[config.mk]
export PLATFORM = sky130hd
export DESIGN_NAME = mips_core
export DESIGN_NICKNAME = d
export VERILOG_FILES = /design/src/rtl/mips_core_pkg.sv /design/src/rtl/mips_isa_pkg.sv /design/src/rtl/ctrl_if.sv /design/src/rtl/control_unit.sv /design/src/rtl/regfile.sv /design/src/rtl/execute_unit.sv /design/src/rtl/pc_unit.sv /design/src/rtl/load_store_unit.sv /design/src/rtl/mips_core.sv
export SDC_FILE = /design/constraint.sdc
export NUM_CORES = 2
export LEC_CHECK = 0
export BUFFER_PORTS_ARGS = -buffer_cell sky130_fd_sc_hd__buf_2
export CORE_ASPECT_RATIO = 1.2
export CORE_MARGIN = 2
export CORE_UTILIZATION = 45
export DETAILED_ROUTE_END_ITERATION = 12
export PLACE_DENSITY = 0.58
export SYNTH_ARGS = -nofsm -noshare
export SYNTH_HDL_FRONTEND = slang
export SYNTH_HIERARCHICAL = 1
export SYNTH_SLANG_ARGS = --single-unit
[constraint.sdc]
create_clock -name clk -period 39.1 [get_ports clk]
set_input_delay 3.91 -clock clk [delete_from_list [all_inputs] [get_ports clk]]
set_output_delay 3.91 -clock clk [all_outputs]
set_load 0.02 [all_outputs]
[src/rtl/mips_core_pkg.sv]
// core-wide data types; all words are 32 bits and all accesses are word sized
`default_nettype none

package mips_core_pkg;

  typedef logic [31:0] word_t;
  typedef logic [4:0]  reg_idx_t;

  // next-pc source where hold covers a stalled bus access
  typedef enum logic [1:0] {
    PC_HOLD,
    PC_PLUS4,
    PC_BRANCH,
    PC_JUMP
  } pc_sel_t;

endpackage

`default_nettype wire

[src/rtl/mips_isa_pkg.sv]
// MIPS32 encodings for the supported subset only (addu subu and or slt addiu lui lw sw beq j)
`default_nettype none

package mips_isa_pkg;

  // primary opcodes
  localparam logic [5:0] OP_RTYPE = 6'h00;
  localparam logic [5:0] OP_J     = 6'h02;
  localparam logic [5:0] OP_BEQ   = 6'h04;
  localparam logic [5:0] OP_ADDIU = 6'h09;
  localparam logic [5:0] OP_LUI   = 6'h0f;
  localparam logic [5:0] OP_LW    = 6'h23;
  localparam logic [5:0] OP_SW    = 6'h2b;

  // funct field of r-type instructions
  localparam logic [5:0] FN_ADDU = 6'h21;
  localparam logic [5:0] FN_SUBU = 6'h23;
  localparam logic [5:0] FN_AND  = 6'h24;
  localparam logic [5:0] FN_OR   = 6'h25;
  localparam logic [5:0] FN_SLT  = 6'h2a;

  typedef enum logic [2:0] {
    ALU_ADD,
    ALU_SUB,
    ALU_AND,
    ALU_OR,
    ALU_SLT,
    ALU_PASS_B
  } alu_op_t;

  function automatic logic [5:0] instr_opcode(input logic [31:0] instr);
    return instr[31:26];
  endfunction

  function automatic logic [4:0] instr_rs(input logic [31:0] instr);
    return instr[25:21];
  endfunction

  function automatic logic [4:0] instr_rt(input logic [31:0] instr);
    return instr[20:16];
  endfunction

  function automatic logic [4:0] instr_rd(input logic [31:0] instr);
    return instr[15:11];
  endfunction

  function automatic logic [5:0] instr_funct(input logic [31:0] instr);
    return instr[5:0];
  endfunction

  function automatic logic [15:0] instr_imm(input logic [31:0] instr);
    return instr[15:0];
  endfunction

  function automatic logic [25:0] instr_index(input logic [31:0] instr);
    return instr[25:0];
  endfunction

endpackage

`default_nettype wire

[src/rtl/ctrl_if.sv]
// decoded control bundle; reg_write and pc_sel already account for the memory stall
`timescale 1ns/1ps
`default_nettype none

interface ctrl_if;
  import mips_core_pkg::*;
  import mips_isa_pkg::*;

  logic    reg_write;
  logic    reg_dst;
  logic    alu_src_imm;
  logic    lui;
  alu_op_t alu_op;
  logic    mem_read;
  logic    mem_write;
  pc_sel_t pc_sel;

  modport ctl (
    output reg_write, reg_dst, alu_src_imm, lui, alu_op, mem_read, mem_write, pc_sel
  );

  // register file and ALU side
  modport dp (input reg_write, reg_dst, alu_src_imm, lui, alu_op);

  // bus and program counter side
  modport mem (input mem_read, mem_write, pc_sel);

endinterface

`default_nettype wire

[src/rtl/control_unit.sv]
// pure combinational decode; unknown opcodes and functs act as a nop that advances pc
`timescale 1ns/1ps
`default_nettype none

module control_unit (
  input  mips_core_pkg::word_t instr,
  input  logic                 zero,
  input  logic                 stall,
  ctrl_if.ctl                  ctrl
);
  import mips_core_pkg::*;
  import mips_isa_pkg::*;

  logic wr_raw;
  logic is_beq;
  logic is_j;

  always_comb begin
    wr_raw           = 1'b0;
    is_beq           = 1'b0;
    is_j             = 1'b0;
    ctrl.reg_dst     = 1'b0;
    ctrl.alu_src_imm = 1'b0;
    ctrl.lui         = 1'b0;
    ctrl.alu_op      = ALU_ADD;
    ctrl.mem_read    = 1'b0;
    ctrl.mem_write   = 1'b0;
    case (instr_opcode(instr))
      OP_RTYPE: begin
        ctrl.reg_dst = 1'b1;
        wr_raw       = 1'b1;
        case (instr_funct(instr))
          FN_ADDU: ctrl.alu_op = ALU_ADD;
          FN_SUBU: ctrl.alu_op = ALU_SUB;
          FN_AND:  ctrl.alu_op = ALU_AND;
          FN_OR:   ctrl.alu_op = ALU_OR;
          FN_SLT:  ctrl.alu_op = ALU_SLT;
          default: wr_raw = 1'b0;
        endcase
      end
      OP_ADDIU: begin
        wr_raw           = 1'b1;
        ctrl.alu_src_imm = 1'b1;
      end
      OP_LUI: begin
        wr_raw      = 1'b1;
        ctrl.lui    = 1'b1;
        ctrl.alu_op = ALU_PASS_B;
      end
      OP_LW: begin
        wr_raw           = 1'b1;
        ctrl.alu_src_imm = 1'b1;
        ctrl.mem_read    = 1'b1;
      end
      OP_SW: begin
        ctrl.alu_src_imm = 1'b1;
        ctrl.mem_write   = 1'b1;
      end
      OP_BEQ: begin
        ctrl.alu_op = ALU_SUB;
        is_beq      = 1'b1;
      end
      OP_J:    is_j = 1'b1;
      default: ;
    endcase
  end

  // a stalled access must neither retire nor write back
  assign ctrl.reg_write = wr_raw & ~stall;

  always_comb begin
    if (stall) ctrl.pc_sel = PC_HOLD;
    else if (is_beq && zero) ctrl.pc_sel = PC_BRANCH;
    else if (is_j) ctrl.pc_sel = PC_JUMP;
    else ctrl.pc_sel = PC_PLUS4;
  end

  always_comb begin
    a_rw_exclusive : assert (!(ctrl.mem_read && ctrl.mem_write))
      else $error("load and store decoded together");
  end

endmodule

`default_nettype wire

[src/rtl/regfile.sv]
// 32 x 32 registers, r0 reads as zero, writes land on the rising edge after decode
`timescale 1ns/1ps
`default_nettype none

module regfile (
  input  logic                 clk,
  input  logic                 reset,
  ctrl_if.dp                   ctrl,
  input  mips_core_pkg::word_t instr,
  input  mips_core_pkg::word_t wd,
  output mips_core_pkg::word_t rd1,
  output mips_core_pkg::word_t rd2,
  output mips_core_pkg::word_t reg_v0
);
  import mips_core_pkg::*;
  import mips_isa_pkg::*;

  word_t    rf [32];
  reg_idx_t ra1;
  reg_idx_t ra2;
  reg_idx_t wa;

  assign ra1 = instr_rs(instr);
  assign ra2 = instr_rt(instr);
  // r-type writes rd, immediate forms write rt
  assign wa  = ctrl.reg_dst ? instr_rd(instr) : instr_rt(instr);

  always_ff @(posedge clk or posedge reset) begin
    if (reset) begin
      for (int i = 0; i < 32; i++) begin
        rf[i] <= '0;
      end
    end else if (ctrl.reg_write && wa != '0) begin
      rf[wa] <= wd;
    end
  end

  assign rd1    = (ra1 != '0) ? rf[ra1] : '0;
  assign rd2    = (ra2 != '0) ? rf[ra2] : '0;
  assign reg_v0 = rf[2];

endmodule

`default_nettype wire

[src/rtl/execute_unit.sv]
// single ALU with no overflow trap; slt compares as signed
`timescale 1ns/1ps
`default_nettype none

module execute_unit (
  ctrl_if.dp                   ctrl,
  input  mips_core_pkg::word_t instr,
  input  mips_core_pkg::word_t a,
  input  mips_core_pkg::word_t b,
  output mips_core_pkg::word_t result,
  output logic                 zero
);
  import mips_core_pkg::*;
  import mips_isa_pkg::*;

  word_t b_op;
  word_t imm_sext;

  assign imm_sext = {{16{instr[15]}}, instr_imm(instr)};

  // lui places the immediate in the upper half
  always_comb begin
    if (ctrl.lui) b_op = {instr_imm(instr), 16'h0000};
    else if (ctrl.alu_src_imm) b_op = imm_sext;
    else b_op = b;
  end

  always_comb begin
    case (ctrl.alu_op)
      ALU_ADD:    result = a + b_op;
      ALU_SUB:    result = a - b_op;
      ALU_AND:    result = a & b_op;
      ALU_OR:     result = a | b_op;
      ALU_SLT:    result = {31'b0, $signed(a) < $signed(b_op)};
      ALU_PASS_B: result = b_op;
      default:    result = '0;
    endcase
  end

  assign zero = (result == '0);

endmodule

`default_nettype wire

[src/rtl/pc_unit.sv]
// no delay slots; branch and jump targets take effect on the very next fetch
`timescale 1ns/1ps
`default_nettype none

module pc_unit #(
  parameter mips_core_pkg::word_t RESET_VECTOR = 32'hBFC0_0000
) (
  input  logic                 clk,
  input  logic                 reset,
  ctrl_if.mem                  ctrl,
  input  mips_core_pkg::word_t instr,
  output mips_core_pkg::word_t pc
);
  import mips_core_pkg::*;
  import mips_isa_pkg::*;

  word_t pc_plus4;
  word_t branch_target;
  word_t jump_target;

  assign pc_plus4      = pc + 32'd4;
  assign branch_target = pc_plus4 + {{14{instr[15]}}, instr_imm(instr), 2'b00};
  // jump stays inside the current 256 MB region
  assign jump_target   = {pc_plus4[31:28], instr_index(instr), 2'b00};

  always_ff @(posedge clk or posedge reset) begin
    if (reset) begin
      pc <= RESET_VECTOR;
    end else begin
      case (ctrl.pc_sel)
        PC_PLUS4:  pc <= pc_plus4;
        PC_BRANCH: pc <= branch_target;
        PC_JUMP:   pc <= jump_target;
        default:   pc <= pc;
      endcase
    end
  end

  a_pc_aligned : assert property (@(posedge clk) disable iff (reset) pc[1:0] == 2'b00)
    else $error("pc left word alignment");

endmodule

`default_nettype wire

[src/rtl/load_store_unit.sv]
// Wishbone classic master, word accesses only, no err or retry; one idle cycle follows each ack
`timescale 1ns/1ps
`default_nettype none

module load_store_unit (
  input  logic                 clk,
  input  logic                 reset,
  ctrl_if.mem                  ctrl,
  input  mips_core_pkg::word_t addr,
  input  mips_core_pkg::word_t store_data,
  input  mips_core_pkg::word_t alu_result,
  output mips_core_pkg::word_t wb_value,
  output logic                 stall,
  output logic                 wb_cyc,
  output logic                 wb_stb,
  output logic                 wb_we,
  output mips_core_pkg::word_t wb_adr,
  output mips_core_pkg::word_t wb_dat_o,
  output logic [3:0]           wb_sel,
  input  mips_core_pkg::word_t wb_dat_i,
  input  logic                 wb_ack
);
  import mips_core_pkg::*;

  logic req;
  logic done;

  assign req = ctrl.mem_read | ctrl.mem_write;

  // done marks the cycle after ack so the retiring access is not reissued
  always_ff @(posedge clk or posedge reset) begin
    if (reset) done <= 1'b0;
    else done <= wb_cyc & wb_ack;
  end

  assign wb_cyc   = req & ~done;
  assign wb_stb   = wb_cyc;
  assign wb_we    = wb_cyc & ctrl.mem_write;
  assign wb_adr   = addr;
  assign wb_dat_o = store_data;
  assign wb_sel   = 4'hF;

  // a memory op waiting behind done also has to hold
  assign stall    = req & ~(wb_cyc & wb_ack);

  assign wb_value = ctrl.mem_read ? wb_dat_i : alu_result;

  a_stb_in_cyc : assert property (@(posedge clk) disable iff (reset) wb_stb |-> wb_cyc)
    else $error("stb raised outside a bus cycle");

  // address and direction stay steady while the slave withholds ack
  a_req_steady : assert property (@(posedge clk) disable iff (reset)
      wb_cyc && !wb_ack |=> wb_cyc && $stable(wb_adr) && $stable(wb_we))
    else $error("bus request changed before ack");

endmodule

`default_nettype wire

[src/rtl/mips_core.sv]
// single-cycle MIPS32 subset core; instruction port must answer in the same cycle
`timescale 1ns/1ps
`default_nettype none

module mips_core #(
  parameter mips_core_pkg::word_t RESET_VECTOR = 32'hBFC0_0000
) (
  input  logic                 clk,
  input  logic                 reset,
  output mips_core_pkg::word_t imem_addr,
  input  mips_core_pkg::word_t imem_data,
  output logic                 wb_cyc,
  output logic                 wb_stb,
  output logic                 wb_we,
  output mips_core_pkg::word_t wb_adr,
  output mips_core_pkg::word_t wb_dat_o,
  output logic [3:0]           wb_sel,
  input  mips_core_pkg::word_t wb_dat_i,
  input  logic                 wb_ack,
  output mips_core_pkg::word_t reg_v0
);
  import mips_core_pkg::*;

  word_t rd1;
  word_t rd2;
  word_t alu_result;
  word_t wb_value;
  logic  zero;
  logic  stall;

  ctrl_if ctrl ();

  control_unit u_control (
    .instr (imem_data),
    .zero  (zero),
    .stall (stall),
    .ctrl  (ctrl)
  );

  regfile u_regfile (
    .clk    (clk),
    .reset  (reset),
    .ctrl   (ctrl),
    .instr  (imem_data),
    .wd     (wb_value),
    .rd1    (rd1),
    .rd2    (rd2),
    .reg_v0 (reg_v0)
  );

  execute_unit u_execute (
    .ctrl   (ctrl),
    .instr  (imem_data),
    .a      (rd1),
    .b      (rd2),
    .result (alu_result),
    .zero   (zero)
  );

  pc_unit #(
    .RESET_VECTOR (RESET_VECTOR)
  ) u_pc (
    .clk   (clk),
    .reset (reset),
    .ctrl  (ctrl),
    .instr (imem_data),
    .pc    (imem_addr)
  );

  // effective address comes straight from the ALU, store data from rt
  load_store_unit u_lsu (
    .clk        (clk),
    .reset      (reset),
    .ctrl       (ctrl),
    .addr       (alu_result),
    .store_data (rd2),
    .alu_result (alu_result),
    .wb_value   (wb_value),
    .stall      (stall),
    .wb_cyc     (wb_cyc),
    .wb_stb     (wb_stb),
    .wb_we      (wb_we),
    .wb_adr     (wb_adr),
    .wb_dat_o   (wb_dat_o),
    .wb_sel     (wb_sel),
    .wb_dat_i   (wb_dat_i),
    .wb_ack     (wb_ack)
  );

endmodule

`default_nettype wire

==> flow_summary.json <==
{
  "layout_commonest_cell": "dfrtp_1",
  "drc": 0,
  "critPathMaxFanout": 120,
  "viasPerCell": 6.749,
  "io_pins": 202,
  "arrival_ns": 11.75,
  "via_count": 48770,
  "fmax_ghz": 0.06385,
  "fin_skew_ns": 0.04927,
  "synth_top_area_frac": 0.3920,
  "power_density_nw_per_um2": 41.95,
  "p_leak_nw": 32.87,
  "period_share": 0.4006,
  "antenna_left": 0,
  "worstMarginPinSlew_ns": 1.369,
  "path_class": "input port to output port",
  "numPortBuffers": 195,
  "rsz0062_at_grt": "false",
  "postSynthAreaPerCell_um2": 12.49,
  "clk-insertion-delay-late_ns": 0.79,
  "die_w_um": 355.7,
  "fin_cells": 7226,
  "endpoint": "wb_adr[28]",
  "syn_to_final_growth_pct": 7.902,
  "async_reset_ff_frac": 1.000,
  "core_um2": 147000,
  "finalWorstSetupSlack_ns": 23.44,
  "hold_violations": 0,
  "required_ns": 35.19,
  "vdd_ir_drop_max_mv": 0.04630,
  "dieHeight_um": 426.0,
  "synth_area_um2": 66780,
  "dp.cells": 7017,
  "grt_pass1_vias": 48830,
  "fill_cells": 12970,
  "max_cap_violations": 0,
  "ys_seq_elements": 1055,
  "wire_per_inst_um": 34.52,
  "ys_types": 111,
  "rows": 154,
  "drtPass1Iterations": 7,
  "cts_hold_buffers": 0,
  "ff2ff_path_depth": 27,
  "synth_flop_cell": "dfrtp_1",
  "hp-class": "register to register",
  "ys_seq_area_frac": 0.3955,
  "yosysTopAreaCell": "dfrtp_1",
  "p_total_mw": 3.022,
  "cts-buffers-inserted": 109,
  "relSlewSlack": 0.06360,
  "status": "finished clean",
  "regToRegEndpoint": "u_pc/pc[30]$_DFFE_PP0P_",
  "r2r_start": "u_regfile/rf[364]$_DFFE_PP0P_",
  "final_cell_mix": "1,046 x dfrtp_1, 1,009 x mux2_2, 407 x mux4_2",
  "cts.htree.levels": 3,
  "grt_usage": 0.3261,
  "postCtsResizedCells": 0,
  "antenna_found_initial": 5,
  "ys_warn_count": 6,
  "gp_congestion": 1.040,
  "r2r_slack_ns": 29.77,
  "synth_area_leaders": "dfrtp_1 39%, mux2_2 17%, mux4_2 14%",
  "place_ws_ns": 23.74,
  "hold_slack_ns": 0.4023,
  "syn_inst": 5345,
  "grt_pass1_wl_mm": 357.9,
  "endpoint_kind": "output port",
  "slew_viol_final": 0,
  "ctsLongestPathBuffers": 3,
  "die-area_um2": 151500,
  "synth-edff-count": 0,
  "grt_max_degree": 153,
  "drt_iter0_drc": 4791,
  "setup_viol": 0,
  "grt-ovfl-total": 0,
  "postCtsSetupBuffers": 0,
  "start_util": 0.4542,
  "cts.sinks": 1055,
  "fin_nets": 5387,
  "wl_mm": 249.4,
  "fin_setup_tns_ns": 0,
  "crit_start": "imem_data[18]",
  "cts_tree": "built",
  "cp-start-kind": "input port",
  "timing.final.crit_period_ns": 15.66,
  "drive_above_1_share": 0.3947,
  "cts_root_buf": "clkbuf_16",
  "clkTransAtPathRegs_ns": 0.06,
  "place.detailed.hpwl_mm": 159.3
}
-- cells by family after synthesis --
group,share of synthesized area
AOI/OAI and AO/OA,0.08792
xor gates and xnor gates,0.01036
adders and majority gates,0.02694
buffers and inverters,0.05960
DFF,0.3955
muxes,0.3649
other,0.0001125
and+or+nand+nor,0.05466
-- registers in the layout (all words and copies together) (netlist names) --
signal	cells
u_regfile/rf	992
u_regfile/reg_v0	32
u_pc/pc	30
u_lsu/done	1
-- critical path, cell delays in order --
cell and delay [ns]:
buf_8 0.50, buf_4 0.69, buf_12 0.58, mux4_2 0.42
mux4_2 0.50, o21ai_0 0.60, nor3_1 0.17, mux2i_1 0.18
nor2_1 0.11, inv_1 0.13, ha_1 0.40, or3_1 0.47
or4_1 0.50, a21oi_2 0.17, or4_1 0.15, nand3_2 0.18
or4b_2 0.66, a31oi_1 0.16, nor3b_1 0.10, mux2_2 0.27
o22ai_1 0.26, buf_2 0.23
-- through the flow --
step	utilization	cell area, um^2
after floorplan	-	66790
after global placement	0.4640	68210
after detailed placement	0.4640	68210
after CTS	0.4900	72040
after global routing	0.4900	72040
final	0.4901	72050
-- final cells by class --
type	count	area, um^2	share of cell area
multi-input cells	3549	36720	0.5096
flip-flops and latches	1055	26410	0.3666
clock buffers	156	3154	0.04378
well taps	1950	2440	0.03386
repair buffers	336	2161	0.02999
clock inverters	47	669.4	0.009290
inverters	127	484.2	0.006720
diodes	6	15.01	0.0002084
-- layer usage --
layer | up-vias | global-route usage | share of wire
li1 | 19830 | - | -
met5 | - | 0 | 0
met3 | 631 | 0.05884 | 0.083
met1 | 25800 | 0.4244 | 0.39
met4 | 0 | 0.1710 | 0.057
met2 | 2506 | 0.5199 | 0.47
-- power by group --
part	total, mW	switching [mW]	internal [mW]
Clock	1.12	0.479	0.643
Sequential	1.22	0.0640	1.16
Combinational	0.681	0.434	0.247
Total	3.02	0.977	2.04
-- how the worst min path moves through the flow --
stage | from | end | slack [ns] | depth (start not counted)
finish | u_regfile/rf[1002]$_DFFE_PP0P_ | u_regfile/rf[1002]$_DFFE_PP0P_ | 0.40 | 0
global route | u_regfile/rf[1021]$_DFFE_PP0P_ | u_regfile/rf[1021]$_DFFE_PP0P_ | 0.41 | 0
CTS | u_regfile/rf[1002]$_DFFE_PP0P_ | u_regfile/rf[1002]$_DFFE_PP0P_ | 0.40 | 0
detailed placement | u_regfile/rf[1002]$_DFFE_PP0P_ | u_regfile/rf[1002]$_DFFE_PP0P_ | 0.39 | 0
global placement | u_regfile/rf[1013]$_DFFE_PP0P_ | u_regfile/rf[1013]$_DFFE_PP0P_ | 0.39 | 0
floorplan | u_regfile/rf[1013]$_DFFE_PP0P_ | u_regfile/rf[1013]$_DFFE_PP0P_ | 0.44 | 1
-- cells in the mapped netlist (39+ instances only) --
| cell type | instances |
|---|---|
| xor2_1 | 39 |
| buf_4 | 176 |
| mux2i_1 | 255 |
| mux2_2 | 1009 |
| mux2_1 | 74 |
| dfrtp_1 | 1046 |
| buf_2 | 105 |
| inv_1 | 125 |
| nand3_1 | 42 |
| nor3_1 | 77 |
| a22o_1 | 45 |
| a2111oi_0 | 45 |
| ha_1 | 139 |
| clkbuf_1 | 270 |
| a211oi_1 | 52 |
| a21oi_1 | 152 |
| o21ai_0 | 97 |
| a21o_1 | 45 |
| nand2_1 | 178 |
| nor2_1 | 168 |
| xnor2_1 | 40 |
| o22ai_1 | 102 |
| mux4_2 | 407 |
No activity file was read; power rests on OpenSTA's default activity.
